$ cat config.mk
export PLATFORM = sky130hd
export DESIGN_NAME = tcdm_fifo
export DESIGN_NICKNAME = d
export VERILOG_FILES = /design/src/tcdm_fifo.sv
export VERILOG_INCLUDE_DIRS = /design/src
export SDC_FILE = /design/constraint.sdc
export NUM_CORES = 1
export LEC_CHECK = 0
export ABC_CLOCK_PERIOD_IN_PS = 3750
export BUFFER_PORTS_ARGS = -buffer_cell sky130_fd_sc_hd__buf_2
export CORE_UTILIZATION = 35
export CTS_CLUSTER_DIAMETER = 30
export DETAILED_ROUTE_END_ITERATION = 7
export GPL_ROUTABILITY_DRIVEN = 0
export PLACE_DENSITY = 0.52
export SLEW_MARGIN = 25
export SYNTH_ARGS = -nofsm -noshare
export SYNTH_HDL_FRONTEND = slang
export SYNTH_SLANG_ARGS = --single-unit
$ cat constraint.sdc
create_clock -name clk_i -period 3.75 [get_ports clk_i]
set_clock_uncertainty 0.05 [all_clocks]
set_input_delay 0.75 -clock clk_i [delete_from_list [all_inputs] [get_ports clk_i]]
set_output_delay 0.75 -clock clk_i [all_outputs]
set_load 0.05 [all_outputs]
$ cat src/tcdm_params.svh
// ------------------------------
// widths and depths of the shared TCDM port
// ------------------------------

`ifndef TCDM_PARAMS_SVH
`define TCDM_PARAMS_SVH

// initiator side
`define TCDM_NB_CHAN 4 // number of initiator channels
`define TCDM_UW      2 // id width, log2 of channel count

// data path
`define TCDM_DW 32 // data word
`define TCDM_AW 16 // word address
`define TCDM_BW 8  // one byte lane

// storage
`define TCDM_FIFO_DEPTH 4   // request and response FIFOs
`define TCDM_MEM_WORDS  256 // words in the single bank

`endif

$ cat src/tcdm_fifo.sv
// ------------------------------
// synchronous FIFO, payload set by type parameter
// ------------------------------

`include "tcdm_params.svh"

module tcdm_fifo #(
  parameter type         T     = logic,
  parameter int unsigned DEPTH = `TCDM_FIFO_DEPTH,
  localparam int unsigned PW   = (DEPTH > 1) ? $clog2(DEPTH) : 1,
  localparam int unsigned LW   = $clog2(DEPTH + 1)
) (
  input  logic          clk_i,
  input  logic          rst_ni,
  input  logic          clear,     // flush, one cycle
  input  logic          push,
  input  T              push_data,
  output logic          full,
  input  logic          pop,
  output T              pop_data,  // head of the queue
  output logic          empty,
  output logic [LW-1:0] level      // current occupancy
);

  T              mem_q [DEPTH]; // payload storage
  logic [PW-1:0] wr_ptr_q;
  logic [PW-1:0] rd_ptr_q;
  logic [LW-1:0] count_q;
  logic          do_push;
  logic          do_pop;

  // pointer wrap at DEPTH, which need not be a power of two
  function automatic logic [PW-1:0] ptr_inc(input logic [PW-1:0] p);
    logic [PW-1:0] nxt;
    nxt = (p == PW'(DEPTH - 1)) ? '0 : p + 1'b1;
    return nxt;
  endfunction

  assign full  = (count_q == LW'(DEPTH));
  assign empty = (count_q == '0);
  assign level = count_q;

  // overflow and underflow requests are dropped here
  assign do_push = push & ~full;
  assign do_pop  = pop & ~empty;

  assign pop_data = mem_q[rd_ptr_q]; // head visible the cycle after the push

  always_ff @(posedge clk_i or negedge rst_ni) begin : ctrl
    if (!rst_ni) begin
      wr_ptr_q <= '0;
      rd_ptr_q <= '0;
      count_q  <= '0;
    end else if (clear) begin
      wr_ptr_q <= '0; // empties in one cycle
      rd_ptr_q <= '0;
      count_q  <= '0;
    end else begin
      if (do_push) begin
        wr_ptr_q <= ptr_inc(wr_ptr_q);
      end
      if (do_pop) begin
        rd_ptr_q <= ptr_inc(rd_ptr_q);
      end
      count_q <= count_q + LW'(do_push) - LW'(do_pop); // push and pop together keep level
    end
  end

  // payload written at the tail
  always_ff @(posedge clk_i) begin : storage
    if (do_push) begin
      mem_q[wr_ptr_q] <= push_data;
    end
  end

endmodule

==> results.yml, run 1 <==
outcome:
  outcome: "finished clean"
detailed_routing:
  routed_via_density: 4.82
  route.detailed.drc: 0
  dr.pass1.iters: 3
  drt-initial-drc-count: 3
  ant_nets: 0
  post_drt_wl_per_cell_um: 11.1
  totalWireLength_um: 907
  routed-via-count: 395
timing:
  setup_viol: 0
  setup-tns-final_ps: 0
  hold_violations: 0
  timing.hold.ws_ps: 258
  period_share_pct: 65.0
  rsz0062_at_grt: "no"
  clock.fmax_ghz: 0.411
  slew_headroom_pct: 61.9
  period_minus_slack_ps: 2440
  worst_pin_slew_ps: 567
  drv_slew: 0
clock_network:
  htree_levels: 1
  cts_sinks: 11
  insertion_delay_ps: 260
  cts_resized: 0
  root_buffer: "clkbuf_4"
  postCtsSetupBuffers: 0
  holdBufCountCts: 0
  clk_path_buf_depth: 2
  cts_buffers: 3
  cts_tree: "built"
  clkTransAtPathRegs_ps: 70
pwr:
  p_leak_nw: 0.370
  powerDensity_mw_per_mm2: 689
  ir_worst_vdd_mv: 0.358
placement:
  dp_hpwl_um: 725
  io_buffers: 11
setup_path:
  path_buf_inv: 3
  critPathKind: "flop to flop"
  crit_path_frequent_cell: "inv_1"
  path_delay_family: "simple AND/OR/NAND/NOR gates"
  path_cells: "or3b_1, and2_4, inv_1, ha_1, inv_1, ha_1, inv_1, fa_1, xnor2_1, nor2_1"
  arrival_ps: 2540
  slowest_stage: "or3b_1"
  endpoint_kind: "flop"
  crit_fanout: 9
  start_kind: "flop"
  slowest_delay_ps: 520
  required_ps: 3850
cells_and_area:
  final_util_pct: 45.1
  area_growth_pct: 13.8
  drive_gt1_share_pct: 28.8
  finalNetCount: 81
  antenna_cells: 0
logic_synthesis:
  synth_top_cell_by_area: "dfrtp_1"
  synth_area_leaders: "dfrtp_1, edfxtp_1, ha_1"
  syn_area_um2: 624
  synth_warnings: 0
  synth-main-ff-cell: "dfrtp_1"
  synth_common_cells: "dfrtp_1, ha_1, inv_1, edfxtp_1, nor2_1"
  syn-num-nets: 67
  ys_ff_latch: 11
  synth.top_cell.area_share_pct: 28.1
  seq_area_frac_synth_pct: 47.3
  synthCells: 53
  syn_avg_cell_area_um2: 11.8
  synth_cell_types: 25
  synth-edff-count: 4
  synthArstFlopShare_pct: 63.6
global_routing:
  grt.overflow.total: 0
  track_usage_pct: 12.1
  antenna_found_initial: 0
  grt_max_degree: 10
  grt_pass1_wl_mm: 1.68
  grt_pass1_vias: 400
floorplan:
  coreArea_mm2: 0.00158
  start_util_pct: 39.6
  chipHeight_um: 44.2
  die_x_um: 44.2
  io_pins: 12
  fp-row-count: 14
  die_area_mm2: 0.00196
hold_path:
  worstHoldPathType: "input port to async pin"
job:
  maxCapViolations: 0
## cell type report
type                       count  area [um2]
fill                         162         866
sequential                    11         295
multi-input combinational     33         288
timing repair buffer          11        55.1
clock buffer                   4        26.3
inverter                       7        26.3
tap                           16        20.0
## per-stage QoR
stage / power [mW] / cells / area (um2) / setup slack, ps
after floorplan: 0.373 / 53 / 624 / 1170
after global placement: 0.415 / 78 / 684 / 1320
after detailed placement: 0.416 / 78 / 684 / 1330
after CTS: 0.497 / 82 / 711 / 1300
after global routing: 0.534 / 82 / 711 / 1100
final: 0.490 / 82 / 711 / 1310
## power by group
part / total (mW) / switching [mW] / internal [mW] / leakage, nW
Combinational: 0.234 / 0.155 / 0.0787 / 0.225
Clock: 0.0799 / 0.0388 / 0.0411 / 0.0150
Sequential: 0.176 / 0.0262 / 0.149 / 0.130
Total: 0.490 / 0.221 / 0.269 / 0.370
## state kept, by name (all words and copies together) (netlist names)
| register | cells |
|---|---|
| wr_ptr_q | 2 |
| rd_ptr_q | 2 |
| mem_q | 4 |
| level | 3 |
## logic make-up (layout without fill, tap and decap cells)
group | count (synthesis) | after routing | share of synthesized area (%)
AND/OR/NAND/NOR | 16 | 16 | 14.8
buffers and inverters | 9 | 22 | 6.61
AO/OA/AOI/OAI | 5 | 5 | 6.01
adder cells (fa/ha/maj) | 8 | 8 | 17.2
flip-flops | 11 | 11 | 47.3
multiplexers | 2 | 2 | 5.21
XOR/XNOR | 2 | 2 | 2.81
## metal layers
metal	wire (um)	track usage, %	part of all wire, %	up-vias
li1	-	-	-	207
met1	439	15.1	48	181
met2	433	19.1	48	7
met3	35	3.67	3.9	0
met4	0	5.45	0	0
met5	0	0	0	-
## cells in the final DEF (no fill, tap or decap), drive strengths merged
cell and instances:
nand2 1, buf 11, and3 4, nor2b 1, mux2i 1, nor2 3
edfxtp 4, fa 1, xor2 1, o31ai 2, and2 1, clkbuf 4
a21o 1, mux4 1, inv 7, or3 1, nand3 2, or3b 1
xnor2 1, ha 7, a21oi 2, dfrtp 7, nor3 2
## path summary, 6_finish.rpt
path / from / to / slack (ps) / depth (start not counted)
min in group clk_i: rd_ptr_q[1]$_DFFE_PN0P_ / rd_ptr_q[1]$_DFFE_PN0P_ / 520 / 2
max reg2reg: level[1]$_DFF_PN0_ / level[2]$_DFF_PN0_ / 1310 / 10
min: rst_ni / level[2]$_DFF_PN0_ / 260 / 1
max in group asynchronous: rst_ni / wr_ptr_q[1]$_DFFE_PN0P_ / 3230 / 1
min reg2reg: rd_ptr_q[1]$_DFFE_PN0P_ / rd_ptr_q[1]$_DFFE_PN0P_ / 520 / 2
max: level[1]$_DFF_PN0_ / level[2]$_DFF_PN0_ / 1310 / 10
(Power assumes the default switching activity.)
==> run 2: changes to the inputs <==
--- a/config.mk
+++ b/config.mk
@@ -6,13 +6,13 @@
 export SDC_FILE = /design/constraint.sdc
 export NUM_CORES = 1
 export LEC_CHECK = 0
-export ABC_CLOCK_PERIOD_IN_PS = 3750
+export ABC_CLOCK_PERIOD_IN_PS = 2150
 export BUFFER_PORTS_ARGS = -buffer_cell sky130_fd_sc_hd__buf_2
 export CORE_UTILIZATION = 35
 export CTS_CLUSTER_DIAMETER = 30
 export DETAILED_ROUTE_END_ITERATION = 7
 export GPL_ROUTABILITY_DRIVEN = 0
-export PLACE_DENSITY = 0.52
+export PLACE_DENSITY = 0.54
 export SLEW_MARGIN = 25
 export SYNTH_ARGS = -nofsm -noshare
 export SYNTH_HDL_FRONTEND = slang
==> constraint.sdc (replaced) <==
create_clock -name clk_i -period 2.15 [get_ports clk_i]
set_clock_uncertainty 0.05 [all_clocks]
set_input_delay 0.43 -clock clk_i [delete_from_list [all_inputs] [get_ports clk_i]]
set_output_delay 0.43 -clock clk_i [all_outputs]
set_load 0.05 [all_outputs]
==> run 2 against run 1 <==
Effect of this change: critical path depth shrank 1; register-to-register slack lost 1300 ps; critical endpoint is now level[1]$_DFF_PN0_; non-clock buffer count grew 9; via count grew 5.8%; sequential share of layout area shrank 5.2 points; combinational power grew 130%; cell area grew 16%; highest routed layer is now met4; critical path type unchanged; routed wire length grew 10%; power grew 100%.
==> results.yml, run 2 (synthesis results as in run 1) <==
outcome:
  outcome: "finished clean"
clock_network:
  root_buffer: "clkbuf_4"
  cts_sinks: 11
  cts_tree: "built"
  clk_path_buf_depth: 2
  clkTransAtPathRegs_ps: 70
  cts_buffers: 3
  htree_levels: 1
  insertion_delay_ps: 260
setup_path:
  required_ps: 2250
  crit_fanout: 3
  path_buf_inv: 3
  reg2reg_from: "level[0]$_DFF_PN0_"
  cp_num_cells: 9
  endpoint_kind: "flop"
  slowest_stage: "fa_2"
  start_kind: "flop"
  r2r_slack_ps: 30
  critPathKind: "flop to flop"
  rr_endpoint: "level[1]$_DFF_PN0_"
  slowest_delay_ps: 520
  path_delay_family: "adder cells"
  arrival_ps: 2230
  crit_path_frequent_cell: "inv_2"
  path_cells: "or3b_4, and2_4, inv_2, ha_4, inv_2, ha_4, inv_2, fa_2, nor2_1"
  rr_worst_depth: 9
pwr:
  sequentialPowerShare_pct: 30.4
  p_sw_share_pct: 43.0
  power_frac_comb_pct: 55.4
  total_power_mw: 0.977
  p_leak_nw: 0.411
  p_int_mw: 0.557
  powerDensity_mw_per_mm2: 1190
  ir_worst_vdd_mv: 0.553
  clockPowerShare_pct: 14.2
  p_switching_mw: 0.420
floorplan:
  io_pins: 12
  chipHeight_um: 44.2
  die_area_mm2: 0.00196
  fp-row-count: 14
  coreArea_mm2: 0.00158
  start_util_pct: 39.6
  die_x_um: 44.2
timing:
  hold_violations: 0
  worst_pin_slew_ps: 302
  drv_slew: 0
  rsz0062_at_grt: "yes"
  setup_viol: 0
  slew_headroom_pct: 79.7
  clock.fmax_ghz: 0.471
  period_share_pct: 98.8
  period_minus_slack_ps: 2120
cells_and_area:
  antenna_cells: 0
  layout_common_cells: "buf_2, buf_4, ha_1"
  final_util_pct: 52.1
  final_area_um2: 822
  drive_gt1_share_pct: 50.7
  area_growth_pct: 31.7
  multi_input_area_um2: 325
  finalNetCount: 90
  largest-register: "mem_q"
  largest_reg_flops: 4
  regArea_um2: 299
  num-fill-cells: 144
  final_common_cell: "buf_2"
hold_path:
  worstHoldPathType: "input port to flop"
  worstHoldStart: "push_data"
  holdPathStages: 1
  hold_end: "mem_q[0]$_DFFE_PP_"
detailed_routing:
  routed_via_density: 4.59
  post_drt_wl_per_cell_um: 11.0
  dr.pass1.iters: 2
  totalWireLength_mm: 1.00
  route.detailed.drc: 0
  ant_nets: 0
  routed-via-count: 418
  drt-initial-drc-count: 4
global_routing:
  grt_max_degree: 9
  track_usage_pct: 12.3
  antenna_found_initial: 0
  grt_pass1_vias: 378
  grt_pass1_wl_mm: 1.63
  grt.overflow.total: 0
placement:
  dp_hpwl_um: 794
  placed_area_um2: 768
  io_buffers: 11
job:
  maxCapViolations: 0
run 2: what timing repair did:
item / CTS / global route
setup endpoints to repair: 0 / 2
hold buffers: 1 / 0
gates resized for setup: 0 / 2
setup buffers: 0 / 1
hold endpoints to repair: 7 / 0
run 2: power groups by stage:
stage / registers [mW] / clock network, mW / logic, mW
CTS: 0.297 / 0.147 / 0.518
detailed placement: 0.301 / 0 / 0.513
finish: 0.297 / 0.138 / 0.541
floorplan: 0.375 / 0 / 0.312
global placement: 0.301 / 0 / 0.514
global route: 0.305 / 0.153 / 0.594
run 2: how the worst max path moves through the flow:
stage | start | end | slack [ps]
after floorplan | level[0]$_DFF_PN0_ | level[1]$_DFF_PN0_ | -220
after global placement | level[0]$_DFF_PN0_ | level[1]$_DFF_PN0_ | 20
after detailed placement | level[0]$_DFF_PN0_ | level[1]$_DFF_PN0_ | 20
after CTS | level[0]$_DFF_PN0_ | level[2]$_DFF_PN0_ | 2
after global routing | level[0]$_DFF_PN0_ | level[2]$_DFF_PN0_ | -30
final | level[0]$_DFF_PN0_ | level[1]$_DFF_PN0_ | 30
run 2: through the flow:
| step | TNS (ps) | setup slack [ps] | std cells | hold slack, ps |
|---|---|---|---|---|
| after detailed placement | 0 | 22.8 | 85 | 224 |
| after global routing | -53.5 | -33.6 | 91 | 320 |
| final | 0 | 26.7 | 91 | 332 |
| after global placement | 0 | 22.7 | 85 | 225 |
| after CTS | 0 | 1.76 | 90 | 321 |
| after floorplan | -405 | -216 | 53 | 84.4 |
run 2: metal layers:
metal	wire length, um	vias up	track usage (%)
met2	450	7	17.4
met1	492	186	15.6
met3	43	2	6.12
met5	0	-	0
met4	14	0	5.45
li1	-	223	-
run 2: area by class of cell:
| class | instances | share of cell area, % |
|---|---|---|
| sequential | 11 | 36.4 |
| multi-input combinational | 33 | 39.6 |
| tap | 16 | 2.44 |
| clock buffer | 4 | 3.20 |
| timing repair buffer | 20 | 15.2 |
| inverter | 7 | 3.20 |
==> run 3: changes to the inputs <==
--- a/config.mk
+++ b/config.mk
@@ -12,6 +12,7 @@
 export CTS_CLUSTER_DIAMETER = 30
 export DETAILED_ROUTE_END_ITERATION = 7
 export GPL_ROUTABILITY_DRIVEN = 0
+export MAX_ROUTING_LAYER = met4
 export PLACE_DENSITY = 0.54
 export SLEW_MARGIN = 25
 export SYNTH_ARGS = -nofsm -noshare
==> run 3 against run 2 <==
Effect of this change: die area did not move; combinational power barely moved; sequential share of layout area did not move; final cell count did not move; clock-buffer cell count did not move.
==> results.yml, run 3 (synthesis results as in run 1) <==
clock_network:
  clk_path_buf_depth: 2
  cts_buffers: 3
  htree_levels: 1
  clkTransAtPathRegs_ps: 70
  cts_tree: "built"
  root_buffer: "clkbuf_4"
  cts_sinks: 11
  insertion_delay_ps: 260
detailed_routing:
  totalWireLength_mm: 1.00
  ant_nets: 0
  routed-via-count: 418
  post_drt_wl_per_cell_um: 11.0
  routed_via_density: 4.59
  drt-initial-drc-count: 4
  dr.pass1.iters: 2
  route.detailed.drc: 0
pwr:
  p_int_mw: 0.557
  ir_worst_vdd_mv: 0.553
  p_leak_nw: 0.411
  sequentialPowerShare_pct: 30.4
  powerDensity_mw_per_mm2: 1190
  p_sw_share_pct: 43.0
  clockPowerShare_pct: 14.2
  p_switching_mw: 0.420
  power_frac_comb_pct: 55.4
setup_path:
  required_ps: 2250
  endpoint_kind: "flop"
  reg2reg_from: "level[0]$_DFF_PN0_"
  crit_fanout: 3
  arrival_ps: 2230
  start_kind: "flop"
  cp-startpoint: "level[0]$_DFF_PN0_"
  rr_worst_depth: 9
  critPathKind: "flop to flop"
floorplan:
  start_util_pct: 39.6
  fp-row-count: 14
  coreArea_mm2: 0.00158
  die_x_um: 44.2
  io_pins: 12
  chipHeight_um: 44.2
  die_area_mm2: 0.00196
timing:
  hold_violations: 0
  setup_viol: 0
  worst_pin_slew_ps: 302
  fin_ws_ps: 26.7
  period_share_pct: 98.8
  drv_slew: 0
  slew_headroom_pct: 79.7
  rsz0062_at_grt: "yes"
  clock.fmax_ghz: 0.471
  period_minus_slack_ps: 2120
placement:
  dp_hpwl_um: 794
  place_ws_ps: 22.8
  placed_area_um2: 768
  dp.cells: 85
  io_buffers: 11
cells_and_area:
  stdcell_count: 91
  largest-register: "mem_q"
  drive_gt1_share_pct: 50.7
  antenna_cells: 0
  largest_reg_flops: 4
  layout_common_cells: "buf_2, buf_4, ha_1"
  final_area_um2: 822
  final_common_cell: "buf_2"
  finalNetCount: 90
  num-fill-cells: 144
  area_growth_pct: 31.7
global_routing:
  grt.overflow.total: 0
  grt_pass1_vias: 382
  grt_pass1_wl_mm: 1.64
  grt_max_degree: 9
  antenna_found_initial: 0
  track_usage_pct: 12.6
hold_path:
  holdPathStages: 1
  worstHoldPathType: "input port to flop"
  worstHoldStart: "push_data"
outcome:
  outcome: "finished clean"
job:
  maxCapViolations: 0
[run 3: cell counts in the layout (fill, tap and decap cells not counted)]
Identical to the previous run, type by type.
[run 3: through the flow]
step	total power, mW	setup TNS [ps]	hold WS, ps	util, %
global placement	0.815	0	225	48.7
floorplan	0.686	-405	84.4	-
global route	1.05	-53.5	320	52.1
detailed placement	0.814	0	224	48.7
finish	0.977	0	332	52.1
CTS	0.962	0	321	51.0
[run 3: cell type report]
type / instances / area [um2] / share of cell area [%]
Clock buffer: 4 / 26.3 / 3.20
Inverter: 7 / 26.3 / 3.20
Multi-Input combinational cell: 33 / 325 / 39.6
Sequential cell: 11 / 299 / 36.4
Tap cell: 16 / 20.0 / 2.44
Timing Repair Buffer: 20 / 125 / 15.2
[run 3: layer usage]
layer	vias up	global-route usage, %	routed length (um)
met4	0	5.45	14
met1	186	15.6	492
li1	223	-	-
met2	7	17.4	450
met3	2	6.12	43
met5	-	-	0
[run 3: final timing paths]
kind	end	slack, ps
hold / removal	mem_q[0]$_DFFE_PP_	330
max in group asynchronous	level[0]$_DFF_PN0_	1410
setup reg to reg	level[1]$_DFF_PN0_	30
hold reg to reg	rd_ptr_q[1]$_DFFE_PN0P_	520
min in group asynchronous	rd_ptr_q[1]$_DFFE_PN0P_	470
setup / recovery	level[1]$_DFF_PN0_	30
[run 3: critical path, cell delays in order, from the launching register on]
cell and delay (ps):
dfrtp_2 420, or3b_4 400, and2_4 150, inv_2 50
ha_4 190, inv_2 60, ha_4 110, inv_2 30
fa_2 520, nor2_1 40
[run 3: what timing repair did]
item / in CTS / in global routing
buffers inserted: 0 / 1
hold endpoints to repair: 7 / 0
setup endpoints to repair: 0 / 2
resized for setup: 0 / 2
hold buffers: 1 / 0
[run 3: power by group through the flow]
| stage | combinational [mW] | sequential, mW | clock [mW] |
|---|---|---|---|
| finish | 0.541 | 0.297 | 0.138 |
| global route | 0.594 | 0.305 | 0.153 |
| CTS | 0.518 | 0.297 | 0.147 |
| detailed placement | 0.513 | 0.301 | 0 |
| global placement | 0.514 | 0.301 | 0 |
| floorplan | 0.312 | 0.375 | 0 |
