==> src/tcdm_params.svh <==
// ------------------------------
// widths and depths of the shared TCDM port
// ------------------------------

`ifndef TCDM_PARAMS_SVH
`define TCDM_PARAMS_SVH

// initiator side
`define TCDM_NB_CHAN 4 // number of initiator channels
`define TCDM_UW      2 // id width, log2 of channel count

// data path
`define TCDM_DW 32 // data word
`define TCDM_AW 16 // word address
`define TCDM_BW 8  // one byte lane

// storage
`define TCDM_FIFO_DEPTH 4   // request and response FIFOs
`define TCDM_MEM_WORDS  256 // words in the single bank

`endif

==> src/tcdm_pkg.sv <==
// ------------------------------
// request, response and channel id types
// ------------------------------

`include "tcdm_params.svh"

package tcdm_pkg;

  // channel number, doubles as transaction id
  typedef logic [`TCDM_UW-1:0] chan_id_t;

  // what an initiator presents, 53 bits
  typedef struct packed {
    logic [`TCDM_AW-1:0]          add;  // word address
    logic                         wen;  // active low, 1 = read
    logic [`TCDM_DW-1:0]          data; // write data
    logic [`TCDM_DW/`TCDM_BW-1:0] be;   // byte enables
  } tcdm_core_req_t;

  // request after the mux, tagged with its source channel
  typedef struct packed {
    tcdm_core_req_t core;
    chan_id_t       user; // id, reflected back as r_user
  } tcdm_req_t;

  // response from the bank, 35 bits
  typedef struct packed {
    logic [`TCDM_DW-1:0] r_data;
    logic                r_opc;  // 1 = address out of range
    chan_id_t            r_user; // routes the response back
  } tcdm_rsp_t;

endpackage

==> src/tcdm_mux_ooo.sv <==
// ------------------------------
// N-to-1 request mux with id tagging
// and response routing by r_user
// ------------------------------

`include "tcdm_params.svh"

module tcdm_mux_ooo
  import tcdm_pkg::*;
#(
  parameter int unsigned NB_CHAN = `TCDM_NB_CHAN
) (
  input  logic                         clk_i,
  input  logic                         rst_ni,
  input  logic                         clear,
  input  logic                         priority_force,
  input  chan_id_t       [NB_CHAN-1:0] prio,        // forced order, prio[0] ranks highest
  input  logic           [NB_CHAN-1:0] in_req,
  input  tcdm_core_req_t [NB_CHAN-1:0] in_payload,
  output logic           [NB_CHAN-1:0] in_gnt,
  input  logic           [NB_CHAN-1:0] in_lrdy,
  output logic           [NB_CHAN-1:0] in_r_valid,
  output logic           [`TCDM_DW-1:0] in_r_data,  // shared by all channels
  output logic                         in_r_opc,
  output logic                         out_req,     // same event as the FIFO push
  output tcdm_req_t                    out_payload,
  input  logic                         out_full,
  input  tcdm_rsp_t                    rsp_head,
  input  logic                         rsp_empty,
  output logic                         rsp_pop
);

  chan_id_t rr_q;    // round-robin start point
  chan_id_t winner;
  logic     found;   // some channel requests
  logic     grant;
  logic     rsp_valid;

  // first requesting channel in candidate order wins
  always_comb begin : arbiter
    chan_id_t cand;
    winner = rr_q;
    found  = 1'b0;
    for (int k = 0; k < NB_CHAN; k++) begin
      cand = priority_force ? prio[k] : chan_id_t'((int'(rr_q) + k) % NB_CHAN);
      if (!found && in_req[cand]) begin
        winner = cand;
        found  = 1'b1;
      end
    end
  end

  // no grant while flushing or in reset, or the push would be lost
  assign grant   = found & ~out_full & ~clear & rst_ni;
  assign out_req = grant;

  // tag the winner with its own channel number
  assign out_payload.core = in_payload[winner];
  assign out_payload.user = winner;

  // counter steps once per grant, independent of who won
  always_ff @(posedge clk_i or negedge rst_ni) begin : rr_counter
    if (!rst_ni) begin
      rr_q <= '0;
    end else if (clear) begin
      rr_q <= '0;
    end else if (grant) begin
      rr_q <= (rr_q == chan_id_t'(NB_CHAN - 1)) ? '0 : rr_q + 1'b1;
    end
  end

  assign rsp_valid = ~rsp_empty;
  assign in_r_data = rsp_head.r_data;
  assign in_r_opc  = rsp_head.r_opc;

  for (genvar i = 0; i < NB_CHAN; i++) begin : g_chan
    assign in_gnt[i]     = grant & (winner == chan_id_t'(i));
    assign in_r_valid[i] = rsp_valid & (rsp_head.r_user == chan_id_t'(i)); // route by id
  end

  // head is held until the addressed channel is ready
  assign rsp_pop = rsp_valid & in_lrdy[rsp_head.r_user];

endmodule

==> config.mk <==
export PLATFORM = sky130hd
export DESIGN_NAME = tcdm_mux_ooo
export DESIGN_NICKNAME = d
export VERILOG_FILES = /design/src/tcdm_pkg.sv /design/src/tcdm_mux_ooo.sv
export VERILOG_INCLUDE_DIRS = /design/src
export SDC_FILE = /design/constraint.sdc
export NUM_CORES = 1
export LEC_CHECK = 0
export BUFFER_PORTS_ARGS = -buffer_cell sky130_fd_sc_hd__clkbuf_2
export CORE_AREA = 2 2 144 146
export DETAILED_ROUTE_END_ITERATION = 12
export DIE_AREA = 0 0 146 148
export PLACE_DENSITY = 0.47
export SLEW_MARGIN = 20
export SYNTH_ARGS = -nofsm -noshare
export SYNTH_HDL_FRONTEND = slang
export SYNTH_SLANG_ARGS = --single-unit
==> constraint.sdc <==
create_clock -name clk_i -period 5.1 [get_ports clk_i]
set_input_delay 1.02 -clock clk_i [delete_from_list [all_inputs] [get_ports clk_i]]
set_output_delay 1.02 -clock clk_i [all_outputs]
set_load 0.02 [all_outputs]
==> impl_metrics.json, run 1 <==
{
  "syn-num-nets": 559,
  "cts.hold.buffers_added": 0,
  "switchingPower_uw": 498,
  "drtIter0Drc": 80,
  "die_x_um": 146,
  "grt_max_degree": 37,
  "syn_inst": 289,
  "maxCapViolCount": 0,
  "cts_resized": 0,
  "status": "completed",
  "rr_startpoint": "rr_q[0]",
  "post-route-period-util": 0.943,
  "grt_pass1_wl_mm": 15.8,
  "rows": 52,
  "p_int_uw": 523,
  "cp.arrival_ps": 3790,
  "cp-start-kind": "input port",
  "rsz0062_at_grt": "no",
  "netSwitchingFraction": 0.488,
  "vias": 3162,
  "worstRegToRegCells": 8,
  "relSlewSlack": 0.731,
  "finalSetupTns_ps": 0,
  "critical_path.max_fanout": 36,
  "yosysWarnings": 0,
  "cp.required_ps": 4080,
  "yosysSeqAreaShare": 0.0187,
  "cts_tree": "done",
  "crit_type": "input port to output pin",
  "syn_area_per_cell_um2": 9.26,
  "initial_core_util": 0.134,
  "whs_ps": 586,
  "netlist_area_um2": 2680,
  "post_cts_buffers": 0,
  "clkTransAtPathRegs_ps": 30,
  "clockBufferDepth": 2,
  "fmax_mhz": 208,
  "r2r_slack_ps": 2490,
  "die_height_um": 148,
  "track_usage": 0.0885,
  "layout_common_cells": "300 x clkbuf_2, 171 x mux2i_1, 9 x nor2_1",
  "cts_sinks": 2,
  "grt_overflow": 0,
  "drt-wirelength-per-cell_um": 12.6,
  "critical_path.endpoint_type": "output pin",
  "fin_cells": 822,
  "drt_pre_antenna_iters": 4,
  "synth_cell_type_count": 33,
  "placed_cells": 819,
  "first_global_vias": 3231,
  "die_area_um2": 21600,
  "finalMaxSlewViolations": 0,
  "sequentialPowerShare": 0.018,
  "layout_min_cycle_time_ps": 4810,
  "largest_register_ff_count": 2,
  "finalHoldViolations": 0,
  "finClkSkew_ps": 0.0219,
  "pwr-share-comb": 0.867,
  "tightestPinTransition_ps": 392,
  "syn_to_final_growth_pct": 61.5,
  "final_nets": 824,
  "min_path_type": "input port to asynchronous set/reset pin",
  "pwr-share-clk": 0.115,
  "io-pin-count": 367,
  "cts_buffers": 3,
  "rr_endpoint": "rr_q[0]",
  "antenna_cells": 0,
  "htreeDepth": 1,
  "place_hpwl_mm": 9.17,
  "largestRegisters": "rr_q x2",
  "insertion_delay_ps": 220,
  "drc": 0,
  "setup.worst_path.start": "priority_force",
  "antenna_left": 0,
  "antenna_found_initial": 0,
  "p_per_area_nw_per_um2": 236,
  "drive_gt1_frac": 0.592,
  "drt-vias-per-instance": 3.85,
  "irDropWorstVdd_mv": 0.0880,
  "cts-root-buf": "clkbuf_16",
  "wirelength_mm": 10.3,
  "port_buffers": 300,
  "fp.coreArea_um2": 20000,
  "p_leak_uw": 0.00252,
  "num-fill-cells": 2286,
  "top_register": "rr_q",
  "final_common_cell": "clkbuf_2",
  "setup_viol": 0,
  "routabilityCongestion": 0.800,
  "ys_ff_latch": 2
}
-- how the worst max path moves through the flow --
stage                                  to  slack (ps)  cells past startpoint
after floorplan           out_payload[10]         920                     10
after global placement    out_payload[32]         390                     10
after detailed placement  out_payload[36]         260                     10
after CTS                 out_payload[36]         260                     10
after global routing      out_payload[47]          70                     10
final                     out_payload[36]         290                     10
-- cells in the mapped netlist (all sizes together) --
cell	instances	area [um^2]
nor3b	3	22.5
buf	52	449
mux2i	174	1760
nor3	1	5.00
a21boi	1	7.51
and3b	2	17.5
nor2b	5	31.3
or3	1	11.3
o21ai	4	20.0
nor2	9	33.8
o32ai	3	33.8
nand3b	1	7.51
a21oi	6	30.0
a311oi	1	8.76
inv	2	7.51
o211ai	1	7.51
mux2	3	33.8
dfrtp	2	50.1
nand2	9	36.3
and2	2	12.5
nand2b	2	12.5
a32o	1	10.0
mux4	2	45.0
ha	1	12.5
or3b	1	8.76
-- stage by stage --
step	util	worst slack, ps	instance area, um^2	total power (uW)
after floorplan	-	923	2680	676
after CTS	0.216	264	4320	1040
final	0.216	292	4320	1020
after global placement	0.212	391	4250	917
after global routing	0.216	68.4	4320	1100
after detailed placement	0.212	259	4250	917
-- power by group through the flow --
| stage | Combinational, uW | Sequential [uW] | Clock (uW) |
|---|---|---|---|
| floorplan | 658 | 17.9 | 0 |
| CTS | 900 | 18.2 | 120 |
| global placement | 899 | 18.4 | 0 |
| finish | 886 | 18.2 | 118 |
| detailed placement | 898 | 18.3 | 0 |
| global route | 957 | 18.5 | 123 |
-- layer usage --
metal	track usage	share of wire	up-vias
met1	0.0981	0.38	1357
met4	0.0189	0.011	0
li1	-	-	1577
met5	0	0	-
met3	0.0213	0.10	16
met2	0.171	0.51	212
-- critical path, cell delays in order --
cell and delay [ps]:
clkbuf_2 280, mux2i_1 430, mux4_2 580, o211ai_1 230, a32o_4 270, buf_12 260, buf_12 220, mux2i_1 220
mux2i_1 90, clkbuf_2 160
-- cells by family (layout without fill, tap and decap cells) --
logic type	Yosys count	count (layout)	synth area share
muxes	179	179	0.688
buffers and inverters	54	317	0.171
and+or+nand+nor	36	36	0.0743
AOI/OAI and AO/OA	17	17	0.0440
DFF	2	2	0.0187
adders and majority gates	1	1	0.00467
-- cell type report --
class | instances | area, um^2 | share of cell area
inverters | 2 | 7.51 | 0.00174
clock buffers | 3 | 75.1 | 0.0174
multi-input cells | 233 | 2190 | 0.506
well taps | 270 | 338 | 0.0781
repair buffers | 312 | 1670 | 0.386
flip-flops and latches | 2 | 50.0 | 0.0116
Note: power is estimated with default switching activity, not from simulation.
==> run 2, diff against run 1 <==
ABC_AREA = 1   (was default)
CORE_AREA = 2 2 141 143   (was 2 2 144 146)
DIE_AREA = 0 0 143 145   (was 0 0 146 148)
PLACE_DENSITY = 0.51   (was 0.47)
==> run 2 against run 1 <==
  * Sequential power increased by 4%
  * Critical path depth increased by 8
  * Register-to-register slack improved by 520 ps
  * Maximum frequency increased by 8.0%
  * Via count increased by 58%
  * Die area decreased by 4.0%
  * Clock skew about the same
  * Sequential cell count unchanged
  * Count of clock-buffer cells in the layout unchanged
  * Sequential share of layout area decreased by 0.079 points
  * Clock power about the same
  * Synthesized area increased by 17%
  * Critical path type unchanged
==> impl_metrics.json, run 2 <==
{
  "die_height_um": 145,
  "synth_cell_type_count": 28,
  "synth_common_cells": "409 x nand2_1, 128 x nand3_1, 34 x buf_4",
  "syn_area_per_cell_um2": 4.56,
  "cts_tree": "done",
  "top_register": "rr_q",
  "ys_ff_latch": 2,
  "io-pin-count": 367,
  "track_usage": 0.135,
  "htreeDepth": 1,
  "antenna_left": 0,
  "wirelength_mm": 15.4,
  "first_global_vias": 4589,
  "antenna_found_initial": 0,
  "synthArstFlopShare": 1.00,
  "drt-vias-per-instance": 4.22,
  "status": "completed",
  "cts.hold.buffers_added": 0,
  "maxCapViolCount": 0,
  "finalHoldViolations": 0,
  "irDropWorstVdd_mv": 0.183,
  "critical_path.endpoint_type": "output pin",
  "final_nets": 1189,
  "num-fill-cells": 2248,
  "fmax_mhz": 225,
  "clockBufferDepth": 2,
  "drc": 0,
  "setup_viol": 0,
  "initial_core_util": 0.163,
  "syn_to_final_growth_pct": 47.7,
  "yosysMostFrequentCell": "nand2_1",
  "layout_min_cycle_time_ps": 4450,
  "crit_type": "input port to output pin",
  "finalSetupTns_ps": 0,
  "largestRegisters": "rr_q x2",
  "layout_common_cells": "409 x nand2_1, 300 x clkbuf_2, 128 x nand3_1",
  "finalMaxSlewViolations": 0,
  "grt_pass1_wl_mm": 23.0,
  "cts-root-buf": "clkbuf_16",
  "p_leak_uw": 0.00311,
  "grt_max_degree": 107,
  "vias": 4989,
  "die_area_um2": 20700,
  "syn_inst": 689,
  "whs_ps": 599,
  "netlist_area_um2": 3140,
  "synth-edff-count": 0,
  "port_buffers": 300,
  "drtIter0Drc": 205,
  "p_per_area_nw_per_um2": 334,
  "cts_buffers": 3,
  "antenna_cells": 0,
  "cts_resized": 0,
  "die_x_um": 143,
  "dp_slack_ps": 639,
  "synth_top_area_frac": 0.489,
  "cp.arrival_ps": 3430,
  "largest_register_ff_count": 2,
  "cp.required_ps": 4080,
  "routabilityCongestion": 0.836,
  "drive_gt1_frac": 0.357,
  "critical_path.max_fanout": 39,
  "tightestPinTransition_ps": 490,
  "synth_flop_cell": "dfrtp_1",
  "post_cts_buffers": 0,
  "rows": 51,
  "place_hpwl_mm": 12.1,
  "syn-num-nets": 959,
  "cp-start-kind": "input port",
  "rsz0062_at_grt": "no",
  "finClkSkew_ps": 0.0959,
  "fp.coreArea_um2": 19200,
  "yosysSeqAreaShare": 0.0159,
  "drt-wirelength-per-cell_um": 13.0,
  "final_common_cell": "nand2_1",
  "relSlewSlack": 0.673,
  "fin_ws_ps": 646,
  "min_path_type": "input port to asynchronous set/reset pin",
  "clkTransAtPathRegs_ps": 30,
  "synth.area.top_cells": "nand2_1 49%, nand3_1 20%, buf_4 8.1%",
  "post-route-period-util": 0.873,
  "drt_pre_antenna_iters": 4,
  "yosysWarnings": 0,
  "grt_overflow": 0,
  "synth_top_area_cell": "nand2_1",
  "insertion_delay_ps": 220,
  "cts_sinks": 2
}
[run 2: cell families after synthesis]
family,after synthesis,share of synthesized area
AO/OA/AOI/OAI,14,0.0251
adder cells (fa/ha/maj),1,0.00399
buffers and inverters,100,0.198
flip-flops,2,0.0159
AND/OR/NAND/NOR,572,0.757
[run 2: worst max-delay path, stage by stage]
cell,delay [ps]
clkbuf_2,200
inv_6,70
nand2_4,140
nand2_1,130
nand2_1,90
nand3_2,90
nand2_4,130
nand2_2,70
nor2_2,100
nand2_1,130
or2_4,280
nand2_4,260
buf_12,250
nand2_1,90
nand2_1,60
nand2_1,50
nand2_1,90
clkbuf_2,170
[run 2: layer usage]
metal / wire, um / vias up / global-route usage
met1: 6030 / 2143 / 0.150
li1: - / 2590 / -
met3: 1260 / 26 / 0.0228
met2: 7680 / 230 / 0.259
met4: 402 / 0 / 0.0361
met5: 0 / - / 0
[run 2: path summary, 6_finish.rpt]
kind | start | slack [ps] | depth (start not counted) | endpoint
max reg2reg | rr_q[0] | 3010 | 12 | rr_q[0]
min reg2reg | rr_q[1] | 660 | 2 | rr_q[1]
min | rst_ni | 600 | 1 | rr_q[0]
max in group asynchronous | rst_ni | 4390 | 1 | rr_q[1]
max | priority_force | 650 | 18 | out_payload[30]
min in group clk_i | rr_q[1] | 660 | 2 | rr_q[1]
[run 2: layout make-up]
class | count | area (um^2) | area share
Timing Repair Buffer | 308 | 1620 | 0.350
Inverter | 17 | 68.8 | 0.0148
Tap cell | 265 | 332 | 0.0715
Multi-Input combinational cell | 587 | 2490 | 0.537
Clock buffer | 3 | 75.1 | 0.0162
Sequential cell | 2 | 50.0 | 0.0108
[run 2: power by group]
part           total, uW  switching [uW]  leakage (uW)  internal (uW)
clock                117            16.9     0.0000370           99.7
sequential          18.9            1.82     0.0000271           17.1
combinational       1410             948       0.00305            464
total               1550             967       0.00311            581
[run 2: per-stage QoR]
step	instance area, um^2	utilization	instances	total power (uW)
final	4640	0.241	1182	1550
after global routing	4640	0.241	1182	1710
after CTS	4640	0.241	1182	1560
after detailed placement	4560	0.238	1179	1440
after global placement	4560	0.238	1179	1440
after floorplan	3140	-	689	1040
==> run 3, diff against run 2 <==
ABC_CLOCK_PERIOD_IN_PS = 5100   (was default)
PLACE_DENSITY = 0.56   (was 0.51)
==> run 3 against run 2 <==
  * Sequential share of layout area barely moved
  * Register-to-register slack gained 20 ps
  * Final area is 1.0% lower
  * Die area unchanged
  * Non-clock buffer count fell by 3
  * Clock power is 4% higher
  * Largest power group unchanged
  * Cell count fell by 0.25%
  * Wire length shrank 5.2%
  * Clock skew is essentially flat
  * Sequential power about the same
  * Setup slack got worse by 150 ps
  * Global-route usage fell by 0.42 points
==> impl_metrics.json, run 3 (synthesis gave the netlist of run 2 again) <==
{
  "status": "completed",
  "antenna_cells": 0,
  "grt_overflow": 0,
  "setup_viol": 0,
  "crit_type": "input port to output pin",
  "die_height_um": 145,
  "grt_max_degree": 107,
  "fin_area_um2": 4590,
  "io-pin-count": 367,
  "relSlewSlack": 0.287,
  "clockBufferDepth": 2,
  "finalMaxSlewViolations": 0,
  "drt-vias-per-instance": 4.29,
  "post_cts_buffers": 0,
  "p_int_uw": 560,
  "critical_path.endpoint_type": "output pin",
  "cts_resized": 0,
  "routabilityCongestion": 0.882,
  "drt-wirelength-per-cell_um": 12.4,
  "clkTransAtPathRegs_ps": 30,
  "rsz0062_at_grt": "no",
  "syn_to_final_growth_pct": 46.2,
  "cts_sinks": 2,
  "rows": 51,
  "layout_common_cells": "409 x nand2_1, 300 x clkbuf_2, 128 x nand3_1",
  "fin_ws_ps": 499,
  "whs_ps": 589,
  "tightestPinTransition_ps": 1070,
  "pwr-share-comb": 0.908,
  "wirelength_mm": 14.6,
  "pwr-share-clk": 0.080,
  "drive_gt1_frac": 0.354,
  "min_path_type": "input port to asynchronous set/reset pin",
  "num-fill-cells": 2254,
  "netSwitchingFraction": 0.633,
  "cts.hold.buffers_added": 0,
  "fmax_mhz": 217,
  "switchingPower_uw": 965,
  "total_power_uw": 1530,
  "layout_min_cycle_time_ps": 4600,
  "insertion_delay_ps": 220,
  "drtIter0Drc": 239,
  "p_per_area_nw_per_um2": 332,
  "drc": 0,
  "die_x_um": 143,
  "die_area_um2": 20700,
  "cp.arrival_ps": 3580,
  "initial_core_util": 0.163,
  "dp_slack_ps": 511,
  "regArea_um2": 50.0,
  "cp-start-kind": "input port",
  "cts_buffers": 3,
  "port_buffers": 300,
  "post-route-period-util": 0.902,
  "first_global_vias": 4574,
  "track_usage": 0.131,
  "finClkSkew_ps": 0.0193,
  "final_common_cell": "nand2_1",
  "sequentialPowerShare": 0.012,
  "vias": 5059,
  "cp.required_ps": 4080,
  "largestRegisters": "rr_q x2",
  "fp.coreArea_um2": 19200,
  "antenna_left": 0,
  "htreeDepth": 1,
  "final_nets": 1186,
  "critical_path.max_fanout": 56,
  "maxCapViolCount": 0,
  "grt_pass1_wl_mm": 22.4,
  "antenna_found_initial": 0,
  "p_leak_uw": 0.00309,
  "finalSetupTns_ps": 0,
  "drt_pre_antenna_iters": 4,
  "cts_tree": "done",
  "largest_register_ff_count": 2,
  "finalHoldViolations": 0,
  "irDropWorstVdd_mv": 0.198,
  "postPlaceCellArea_um2": 4520,
  "worstRegToRegCells": 12,
  "cts-root-buf": "clkbuf_16",
  "top_register": "rr_q",
  "multi_input_area_um2": 2490,
  "place_hpwl_mm": 10.9
}
run 3: power groups by stage:
stage	clock, uW	sequential (uW)	combinational, uW
after global placement	0	19.2	1390
final	122	18.9	1380
after CTS	124	18.9	1400
after floorplan	0	18.6	1020
after detailed placement	0	19.0	1390
after global routing	127	19.2	1540
run 3: final timing paths:
check,start,to,slack (ps)
min in group clk_i,rr_q[1],rr_q[1],640
worst max-delay path,priority_force,out_payload[21],500
max in group asynchronous,rst_ni,rr_q[0],4400
worst max register to register,rr_q[0],rr_q[0],3030
worst min register to register,rr_q[1],rr_q[1],640
worst min-delay path,rst_ni,rr_q[1],590
run 3: stage by stage:
step                utilization  std cells
floorplan                     -        689
CTS                       0.239       1179
global route              0.239       1179
global placement          0.235       1176
finish                    0.239       1179
detailed placement        0.235       1176
run 3: area by class of cell:
| cell class | count | share of cell area |
|---|---|---|
| tap | 265 | 0.0722 |
| clock buffer | 3 | 0.0164 |
| inverter | 17 | 0.0150 |
| sequential | 2 | 0.0109 |
| multi-input combinational | 587 | 0.542 |
| timing repair buffer | 305 | 0.343 |
run 3: per-layer routing:
layer	part of all wire	track usage	vias up	wire length, um
met5	0	0	-	0
met4	0.015	0.0282	0	222
met3	0.093	0.0201	22	1350
met2	0.51	0.256	252	7460
met1	0.38	0.145	2198	5540
li1	-	-	2587	-
run 3: worst max-delay path, cell delays in order:
cell and delay, ps:
clkbuf_2 210, inv_6 70, nand2_4 130, nand2_1 120, nand2_1 90, nand3_2 90
nand2_4 120, nand2_2 70, nor2_2 100, nand2_1 120, nand2_1 120, o22ai_4 80
inv_2 770, nand2_1 160, nand2_1 100, clkbuf_2 170
